[src/hw/xif_pkg.sv]
/*
  Shared widths and types for the core-side coprocessor offload unit.
  Imported by every design file that needs register address widths,
  the offload id width, the privilege level or the issue mode encoding.
*/

package xif_pkg;

  ////////////////////////////////////////////////////////////
  // widths
  ////////////////////////////////////////////////////////////

  // source operands a coprocessor instruction may read
  localparam int unsigned NumRs    = 3;
  // integer register file
  localparam int unsigned RegAddrW = 5;
  localparam int unsigned NumRegs  = 32;
  // offload id, wraps after 16 transfers
  localparam int unsigned IdW      = 4;

  ////////////////////////////////////////////////////////////
  // types
  ////////////////////////////////////////////////////////////

  typedef logic [RegAddrW-1:0] reg_addr_t;

  // one address per source, rs1 in slot 0
  typedef logic [NumRs-1:0][RegAddrW-1:0] rs_addr_vec_t;

  // core privilege level, standard RISC-V encoding
  typedef enum logic [1:0] {
    PRIV_LVL_U = 2'b00,
    PRIV_LVL_S = 2'b01,
    PRIV_LVL_H = 2'b10,
    PRIV_LVL_M = 2'b11
  } priv_lvl_e;

  // mode field sent along with an issue request
  typedef logic [1:0] xif_mode_t;

  localparam xif_mode_t ModeMachine    = 2'd3;
  localparam xif_mode_t ModeHypervisor = 2'd2;
  localparam xif_mode_t ModeSupervisor = 2'd1;
  localparam xif_mode_t ModeUser       = 2'd0;

endpackage

[src/hw/xif_hazard_if.sv]
/*
  Hazard bundle between the dispatch controller and the operand checker.
  The controller presents the source addresses and their use bits, the
  checker answers with per-source readiness, forwarding and the
  dependency flag.
*/

`timescale 1ns/10ps

interface xif_hazard_if
  import xif_pkg::*;
();

  // request side, from the controller
  rs_addr_vec_t     rs_addr;
  logic [NumRs-1:0] regs_used;

  // answer side, from the operand checker
  logic [NumRs-1:0] rs_valid;
  logic [NumRs-1:0] ex_fwd;
  logic [NumRs-1:0] wb_fwd;
  // some used source still owed by the coprocessor
  logic             dep;

  modport ctrl (
    output rs_addr,
    output regs_used,
    input  rs_valid,
    input  ex_fwd,
    input  wb_fwd,
    input  dep
  );

  modport check (
    input  rs_addr,
    input  regs_used,
    output rs_valid,
    output ex_fwd,
    output wb_fwd,
    output dep
  );

endinterface

[src/hw/xif_dispatch_ctrl.sv]
/*
  Dispatch controller of the offload unit.
  Gates the issue request, generates the offload id, remembers whether
  the instruction in ID was already offloaded, maps the privilege level
  to the issue mode and decides stall and illegal instruction. Drives
  the claim toward the scoreboard and the announce toward the memory
  tracker. All outputs are combinational on inputs and state.
*/

`timescale 1ns/10ps

module xif_dispatch_ctrl
  import xif_pkg::*;
(
  input  logic             clk_i,
  input  logic             rst_ni,

  // pipeline control
  input  logic             instr_valid_i,
  input  logic             offload_dec_i,
  input  logic             branch_or_jump_i,
  input  logic             data_req_dec_i,
  input  logic             id_ready_i,
  input  reg_addr_t        waddr_id_i,
  input  logic [NumRs-1:0] regs_used_i,
  input  rs_addr_vec_t     rs_addr_i,
  input  priv_lvl_e        priv_lvl_i,

  // issue handshake and response
  input  logic             issue_ready_i,
  input  logic             issue_accept_i,
  input  logic             issue_writeback_i,
  input  logic             issue_loadstore_i,

  // scoreboard and memory tracker
  output logic             claim_o,
  output reg_addr_t        claim_rd_o,
  output logic             announce_o,
  input  logic             mem_outstanding_i,
  input  logic             mem_valid_i,

  xif_hazard_if.ctrl       hazard,

  output logic [IdW-1:0]   id_o,
  output logic             issue_valid_o,
  output xif_mode_t        mode_o,
  output logic             stall_o,
  output logic             illegal_o
);

  logic [IdW-1:0] id_q;
  logic           offloaded_q;
  logic           transfer;

  // stall terms
  logic           stall_dep;
  logic           stall_mem;
  logic           stall_branch;
  logic           stall_not_ready;
  logic           stall_mem_req;

  ////////////////////////////////////////////////////////////
  // issue gating
  ////////////////////////////////////////////////////////////

  // branches and jumps never go out, and an instr goes out once only
  assign issue_valid_o = instr_valid_i & offload_dec_i & ~branch_or_jump_i & ~offloaded_q;
  assign transfer      = issue_valid_o & issue_ready_i;
  assign id_o          = id_q;

  // operand check request
  assign hazard.rs_addr   = rs_addr_i;
  assign hazard.regs_used = regs_used_i;

  // responses only count in the transfer cycle
  assign illegal_o  = transfer & ~issue_accept_i;
  assign claim_o    = transfer & issue_writeback_i;
  assign claim_rd_o = waddr_id_i;
  assign announce_o = transfer & issue_loadstore_i;

  ////////////////////////////////////////////////////////////
  // stall decision
  ////////////////////////////////////////////////////////////

  // no point stalling on operands of a rejected instr
  assign stall_dep       = hazard.dep & ~illegal_o;
  assign stall_mem       = mem_outstanding_i & data_req_dec_i;
  assign stall_branch    = offload_dec_i & branch_or_jump_i;
  assign stall_not_ready = issue_valid_o & ~issue_ready_i;
  // coprocessor owns the lsu this cycle
  assign stall_mem_req   = mem_valid_i & ~transfer;

  assign stall_o = stall_dep | stall_mem | stall_branch | stall_not_ready | stall_mem_req;

  // privilege level to issue mode
  always_comb begin
    case (priv_lvl_i)
      PRIV_LVL_M: mode_o = ModeMachine;
      PRIV_LVL_H: mode_o = ModeHypervisor;
      PRIV_LVL_S: mode_o = ModeSupervisor;
      PRIV_LVL_U: mode_o = ModeUser;
      default:    mode_o = ModeMachine;
    endcase
  end

  ////////////////////////////////////////////////////////////
  // id and offloaded flag
  ////////////////////////////////////////////////////////////

  always_ff @(posedge clk_i or negedge rst_ni) begin
    if (!rst_ni) begin
      id_q        <= '0;
      offloaded_q <= 1'b0;
    end else begin
      if (transfer) begin
        id_q <= id_q + 1'b1;
      end
      // ID moving on frees the slot, even in a transfer cycle
      if (id_ready_i) begin
        offloaded_q <= 1'b0;
      end else if (transfer) begin
        offloaded_q <= 1'b1;
      end
    end
  end

endmodule

[src/hw/xif_mem_tracker.sv]
/*
  Tracks coprocessor memory transactions that were announced at issue
  but have not started on the memory request channel yet. The
  outstanding flag lets the controller hold back core data requests.
*/

`timescale 1ns/10ps

module xif_mem_tracker #(
  parameter int unsigned MemCntW = 2
) (
  input  logic clk_i,
  input  logic rst_ni,

  // loadstore transfer accepted
  input  logic announce_i,
  // memory request from the coprocessor
  input  logic mem_valid_i,

  output logic outstanding_o
);

  logic [MemCntW-1:0] cnt_q;

  // both in one cycle cancel out
  always_ff @(posedge clk_i or negedge rst_ni) begin
    if (!rst_ni) begin
      cnt_q <= '0;
    end else if (announce_i && !mem_valid_i) begin
      cnt_q <= cnt_q + 1'b1;
    end else if (mem_valid_i && !announce_i && (cnt_q != '0)) begin
      // unannounced request leaves the count at zero
      cnt_q <= cnt_q - 1'b1;
    end
  end

  assign outstanding_o = (cnt_q != '0);

endmodule

[src/hw/xif_offload_unit.sv]
/*
  Top level of the core-side offload unit.
  Plain ports toward the pipeline and the coprocessor extension
  interface. Instantiates the dispatch controller, scoreboard, operand
  checker and memory tracker, and wires the echo channels.
*/

`timescale 1ns/10ps

module xif_offload_unit
  import xif_pkg::*;
#(
  parameter int unsigned MemCntW = 2
) (
  input  logic               clk_i,
  input  logic               rst_ni,

  // issue channel
  output logic               x_issue_valid_o,
  input  logic               x_issue_ready_i,
  output logic [IdW-1:0]     x_issue_id_o,
  output logic [NumRs-1:0]   x_issue_rs_valid_o,
  output xif_mode_t          x_issue_mode_o,
  input  logic               x_issue_accept_i,
  input  logic               x_issue_writeback_i,
  input  logic               x_issue_loadstore_i,

  // commit channel
  output logic               x_commit_valid_o,
  output logic [IdW-1:0]     x_commit_id_o,

  // memory request and memory result
  input  logic               x_mem_valid_i,
  output logic               x_mem_ready_o,
  output logic               x_mem_data_req_o,
  input  logic               x_mem_instr_wb_i,
  output logic               x_mem_result_valid_o,

  // result channel
  input  logic               x_result_valid_i,
  input  reg_addr_t          x_result_rd_i,
  input  logic               x_result_we_i,

  // pipeline
  input  logic               instr_valid_i,
  input  logic               offload_dec_i,
  input  logic               branch_or_jump_i,
  input  logic               data_req_dec_i,
  input  logic               id_ready_i,
  input  logic               ex_valid_i,
  input  reg_addr_t          waddr_id_i,
  input  reg_addr_t          waddr_ex_i,
  input  logic               we_ex_i,
  input  reg_addr_t          waddr_wb_i,
  input  logic               we_wb_i,
  input  reg_addr_t          mem_waddr_ex_i,
  input  logic               mem_we_ex_i,
  input  logic [NumRs-1:0]   regs_used_i,
  input  rs_addr_vec_t       rs_addr_i,
  input  priv_lvl_e          priv_lvl_i,
  output logic [NumRs-1:0]   x_ex_fwd_o,
  output logic [NumRs-1:0]   x_wb_fwd_o,
  output logic               x_stall_o,
  output logic               x_illegal_insn_o
);

  logic               issue_valid;
  logic [IdW-1:0]     issue_id;
  logic               claim;
  reg_addr_t          claim_rd;
  logic               announce;
  logic               mem_outstanding;
  logic [NumRegs-1:0] pending;

  xif_hazard_if hazard ();

  ////////////////////////////////////////////////////////////
  // control
  ////////////////////////////////////////////////////////////

  xif_dispatch_ctrl i_dispatch_ctrl (
    .clk_i,
    .rst_ni,
    .instr_valid_i,
    .offload_dec_i,
    .branch_or_jump_i,
    .data_req_dec_i,
    .id_ready_i,
    .waddr_id_i,
    .regs_used_i,
    .rs_addr_i,
    .priv_lvl_i,
    .issue_ready_i     (x_issue_ready_i),
    .issue_accept_i    (x_issue_accept_i),
    .issue_writeback_i (x_issue_writeback_i),
    .issue_loadstore_i (x_issue_loadstore_i),
    .claim_o           (claim),
    .claim_rd_o        (claim_rd),
    .announce_o        (announce),
    .mem_outstanding_i (mem_outstanding),
    .mem_valid_i       (x_mem_valid_i),
    .hazard            (hazard.ctrl),
    .id_o              (issue_id),
    .issue_valid_o     (issue_valid),
    .mode_o            (x_issue_mode_o),
    .stall_o           (x_stall_o),
    .illegal_o         (x_illegal_insn_o)
  );

  ////////////////////////////////////////////////////////////
  // datapath
  ////////////////////////////////////////////////////////////

  xif_scoreboard i_scoreboard (
    .clk_i,
    .rst_ni,
    .claim_i        (claim),
    .claim_rd_i     (claim_rd),
    .result_valid_i (x_result_valid_i),
    .result_we_i    (x_result_we_i),
    .result_rd_i    (x_result_rd_i),
    .pending_o      (pending)
  );

  xif_operand_check i_operand_check (
    .hazard         (hazard.check),
    .pending_i      (pending),
    .waddr_ex_i,
    .we_ex_i,
    .waddr_wb_i,
    .we_wb_i,
    .ex_valid_i,
    .mem_waddr_ex_i,
    .mem_we_ex_i
  );

  xif_mem_tracker #(
    .MemCntW (MemCntW)
  ) i_mem_tracker (
    .clk_i,
    .rst_ni,
    .announce_i    (announce),
    .mem_valid_i   (x_mem_valid_i),
    .outstanding_o (mem_outstanding)
  );

  // issue and commit share valid and id
  assign x_issue_valid_o    = issue_valid;
  assign x_issue_id_o       = issue_id;
  assign x_commit_valid_o   = issue_valid;
  assign x_commit_id_o      = issue_id;
  assign x_issue_rs_valid_o = hazard.rs_valid;
  assign x_ex_fwd_o         = hazard.ex_fwd;
  assign x_wb_fwd_o         = hazard.wb_fwd;

  // memory requests taken in the same cycle
  assign x_mem_ready_o        = x_mem_valid_i;
  assign x_mem_data_req_o     = x_mem_valid_i;
  assign x_mem_result_valid_o = x_mem_instr_wb_i;

endmodule

[src/hw/xif_operand_check.sv]
/*
  Operand checker of the offload unit.
  For every source operand works out forwarding from EX and WB, whether
  the value can be sent with the issue request, and whether a used
  source is still pending in the scoreboard. Purely combinational,
  answers the controller through the hazard bundle.
*/

`timescale 1ns/10ps

module xif_operand_check
  import xif_pkg::*;
(
  xif_hazard_if.check        hazard,

  // pending writebacks from the scoreboard
  input  logic [NumRegs-1:0] pending_i,

  // pipeline writeback ports
  input  reg_addr_t          waddr_ex_i,
  input  logic               we_ex_i,
  input  reg_addr_t          waddr_wb_i,
  input  logic               we_wb_i,
  input  logic               ex_valid_i,

  // load sitting in EX, its data is not there yet
  input  reg_addr_t          mem_waddr_ex_i,
  input  logic               mem_we_ex_i
);

  logic [NumRs-1:0] src_pending;
  logic [NumRs-1:0] ex_fwd;
  logic [NumRs-1:0] wb_fwd;

  ////////////////////////////////////////////////////////////
  // per source
  ////////////////////////////////////////////////////////////

  for (genvar i = 0; i < NumRs; i++) begin : g_src
    reg_addr_t rs;
    logic      load_hit;

    assign rs = hazard.rs_addr[i];

    assign src_pending[i] = pending_i[rs];

    // both forwarding paths gated by EX valid
    assign ex_fwd[i] = (rs == waddr_ex_i) & we_ex_i & ex_valid_i;
    assign wb_fwd[i] = (rs == waddr_wb_i) & we_wb_i & ex_valid_i;

    assign load_hit = (rs == mem_waddr_ex_i) & mem_we_ex_i;

    // forwarded value overrides the pending bit, a load in EX never does
    assign hazard.rs_valid[i] = (~src_pending[i] | ex_fwd[i] | wb_fwd[i]) & ~load_hit;
  end

  assign hazard.ex_fwd = ex_fwd;
  assign hazard.wb_fwd = wb_fwd;

  // only sources the instr really reads count
  assign hazard.dep = |(hazard.regs_used & src_pending);

endmodule

[src/hw/xif_scoreboard.sv]
/*
  Pending writeback bitmap over the integer register file.
  A claim from the dispatch controller marks the destination of an
  offloaded instr, a coprocessor result with write enable clears it.
  The bitmap feeds the operand checker.
*/

`timescale 1ns/10ps

module xif_scoreboard
  import xif_pkg::*;
(
  input  logic               clk_i,
  input  logic               rst_ni,

  // new writeback owed by the coprocessor
  input  logic               claim_i,
  input  reg_addr_t          claim_rd_i,

  // result channel
  input  logic               result_valid_i,
  input  logic               result_we_i,
  input  reg_addr_t          result_rd_i,

  output logic [NumRegs-1:0] pending_o
);

  logic [NumRegs-1:0] pending_q;
  logic [NumRegs-1:0] pending_d;

  // claim applied last so it wins on the same register
  // the newer instr still owes its write
  always_comb begin
    pending_d = pending_q;
    if (result_valid_i && result_we_i) begin
      pending_d[result_rd_i] = 1'b0;
    end
    if (claim_i) begin
      pending_d[claim_rd_i] = 1'b1;
    end
  end

  always_ff @(posedge clk_i or negedge rst_ni) begin
    if (!rst_ni) begin
      pending_q <= '0;
    end else begin
      pending_q <= pending_d;
    end
  end

  assign pending_o = pending_q;

endmodule

[config.mk]
export PLATFORM = sky130hd
export DESIGN_NAME = xif_offload_unit
export DESIGN_NICKNAME = d
export VERILOG_FILES = /design/src/hw/xif_pkg.sv /design/src/hw/xif_hazard_if.sv /design/src/hw/xif_dispatch_ctrl.sv /design/src/hw/xif_mem_tracker.sv /design/src/hw/xif_offload_unit.sv /design/src/hw/xif_operand_check.sv /design/src/hw/xif_scoreboard.sv
export SDC_FILE = /design/constraint.sdc
export NUM_CORES = 1
export LEC_CHECK = 0
export ABC_AREA = 1
export BUFFER_PORTS_ARGS = -buffer_cell sky130_fd_sc_hd__buf_4
export CORE_MARGIN = 1.5
export CORE_UTILIZATION = 58
export CTS_CLUSTER_SIZE = 24
export DETAILED_ROUTE_END_ITERATION = 8
export PLACE_DENSITY_LB_ADDON = 0.05
export SLEW_MARGIN = 20
export SYNTH_ARGS = -nofsm -noshare
export SYNTH_HDL_FRONTEND = slang
export SYNTH_SLANG_ARGS = --single-unit
[constraint.sdc]
create_clock -name clk_i -period 3.2 [get_ports clk_i]
set_input_delay 0.32 -clock clk_i [delete_from_list [all_inputs] [get_ports clk_i]]
set_output_delay 0.32 -clock clk_i [all_outputs]
set_load 0.05 [all_outputs]
==> flow_summary.yaml <==
detailed_routing:
  wl_met3_um: 1440
  wl_per_cell_um: 17.9
  drt_wl_total_um: 11800
  vias: 4161
  met1Wirelength_um: 4470
  drtAntennaViolNets: 0
  drc: 0
  drt_first_pass_iters: 6
  viasPerCell: 6.28
  drt_iter0_drc: 471
  met2_length_um: 5650
  top_layer: "met4"
cts:
  cts_root_buf: "clkbuf_8"
  htree_levels: 2
  postCtsResizedCells: 0
  clkLatencyLatePin_ps: 290
  cts_buffers: 5
  hold_buffers: 0
  clock-sinks: 39
  cts_tree: "yes"
  clk_pin_slew_ps: 80
  postCtsSetupBuffers: 0
  cts_buffer_depth: 2
setup_path:
  endpoint_kind: "output pin"
  crit_arrival_ps: 1820
  worstSetupStartpointType: "input pin"
  crit_fanout: 20
  crit_chain: "buf_4 > inv_2 > nand2_1 > nand3_1 > nand3_1 > nand2_1 > nand2_1 > nand3_1 > nand3_1 > nand3_1 > nand2_1 > nand2_1 > buf_4"
  critPathKind: "input pin to output pin"
  worstPathRequired_ps: 2880
  crit_slowest_cell: "inv_2"
  reg2reg_depth: 7
  cpPeakStageDelay_ps: 280
status:
  status: "finished, violations left"
  violations: "hold timing"
timing:
  slew_viol_final: 0
  finalSetupViolations: 0
  fin_setup_tns_ps: 0
  fmax_mhz: 468
  fin_ws_ps: 1060
  rsz0062_at_grt: "false"
  hold_violations: 31
  fin_skew_ps: 7.35
  final.period_utilization_pct: 66.7
  min_period_ps: 2140
  fin_hold_ws_ps: -11.2
  tightest_slew_ps: 487
  slew_headroom_pct: 67.6
yosys:
  syn-num-nets: 595
  syn_avg_cell_area_um2: 6.47
  synth-simple-area-share_pct: 38.0
  async_flop_share_pct: 100
  yosys_warnings: 0
  yosys.area.top_type: "dfrtp_1"
  yosys-top-cells-area: "dfrtp_1 28%, nand3_1 16%, nand2_1 16%"
  synthCells: 530
  synth-xor-area-share_pct: 3.58
  synth_cell_types: 29
  synth-seq-cells: 39
  yosys.area_share.adder_pct: 0.365
  synth_common_cells: "146 x nand2_1, 112 x nand3_1, 52 x o21ai_0"
  synth-main-ff-cell: "dfrtp_1"
  synthesis.area_um2: 3430
  yosysTopAreaCellShare_pct: 28.5
  synth.most_common_cell: "nand2_1"
  synth_top_family_by_area: "simple AND/OR/NAND/NOR gates"
  synthMuxAreaShare_pct: 0
  synth_edf_count: 0
  synth_compound_area_share_pct: 17.5
  ys_seq_area_share_pct: 28.5
pwr:
  p_leak_nw: 2.00
  ir_worst_vdd_mv: 0.816
  p_per_area_nw_per_um2: 398
grt:
  grt_remaining_overflow: 0
  grt_max_degree: 40
  antenna_found_initial: 0
  grt_pass1_wl_um: 18800
  first_global_vias: 3806
  track_usage_pct: 37.5
cells_and_area:
  syn2layout_area_growth_pct: 17.7
  nets: 655
  antennaDiodeCount: 0
  drive_gt1_share_pct: 17.4
floorplanning:
  dieArea_um2: 6380
  start_util_pct: 61.1
  rows: 27
  io_pins: 90
  fp.dieH_um: 79.9
  core_um2: 5610
  die_x_um: 79.9
placed_design:
  pre_cts_slack_ps: 1110
  dp_hpwl_um: 8710
  io_buffers: 83
  place_congestion: 1.01
job:
  cap_viol_max_count: 0
hold_path:
  min_path_type: "input pin to async pin"
-- layout by cell type, fill, tap and decap left out --
cell,synthesis,final
nor4_1,1,1
o21a_1,1,1
buf_4,13,83
nor3_1,5,5
o2111ai_1,1,1
a21oi_1,9,9
inv_1,49,49
clkinvlp_4,0,1
nand2_2,1,1
inv_2,4,4
o21ai_0,52,52
xor2_1,12,12
xnor2_1,2,2
nor2_8,2,2
nand3_4,2,2
clkbuf_8,0,7
nand2_4,2,2
nand4_1,3,3
nand3_1,112,112
ha_1,1,1
nor2_1,11,11
o22ai_1,17,17
a211oi_1,1,1
nand2_1,146,146
inv_4,1,1
dfrtp_1,39,39
o21ai_1,17,17
a221oi_1,9,9
-- power breakdown --
part | total (mW) | switching [mW] | internal [mW]
combinational | 0.634 | 0.426 | 0.208
clock | 0.369 | 0.173 | 0.196
sequential | 0.605 | 0.0670 | 0.538
-- kinds of logic (layout without fill, tap and decap cells) --
kind of cell / after synthesis / count (layout)
AOI/OAI and AO/OA: 107 / 107
buffers and inverters: 84 / 145
adders and majority gates: 1 / 1
DFF: 39 / 39
xor gates and xnor gates: 14 / 14
and+or+nand+nor: 285 / 285
-- worst max-delay path, delay by kind of cell --
kind	cells	cell delay [ps]
and+or+nand+nor	10	850
buffers and inverters	3	650
-- area by class of cell --
cell class | count | area, um2
tap | 72 | 90.1
multi-input combinational | 407 | 2040
timing repair buffer | 83 | 623
sequential | 39 | 976
inverter | 54 | 205
fill | 474 | 1570
clock inverter | 1 | 7.51
clock buffer | 7 | 96.3
-- registers in the layout, summed over array words and instances (netlist names) --
signal and count:
i_mem_tracker.cnt_q 2, i_scoreboard.pending_o 32, i_dispatch_ctrl.offloaded_q 1, i_dispatch_ctrl.id_o 4
-- through the flow --
stage                     utilization [%]  hold WS (ps)  total power, mW  std cells  instance area (um2)
final                                72.0         -11.2             1.61        663                 4040
after global routing                 72.0          22.6             1.67        663                 4040
after CTS                            72.0          1.82             1.59        663                 4040
after detailed placement             70.1           313             1.23        655                 3930
after global placement               70.1           305             1.21        655                 3930
after floorplan                         -          24.4             1.04        530                 3430
-- worst paths after layout --
path	startpoint	endpoint	slack [ps]
setup / recovery	rs_addr_i[0]	x_stall_o	1060
hold / removal	rst_ni	i_scoreboard.pending_o[16]	-10
setup reg to reg	i_dispatch_ctrl.offloaded_q	i_scoreboard.pending_o[3]	1740
hold reg to reg	i_mem_tracker.cnt_q[1]	i_mem_tracker.cnt_q[1]	550
max in group asynchronous	rst_ni	i_scoreboard.pending_o[3]	2870
min in group clk_i	id_ready_i	i_dispatch_ctrl.offloaded_q	160
-- metal layers --
layer | GRT usage (%) | up-vias
li1 | - | 1915
met1 | 49.1 | 1881
met2 | 62.3 | 328
met3 | 6.74 | 37
met4 | 12.4 | 0
met5 | 0 | -
No activity file was read; power rests on OpenSTA's default activity.
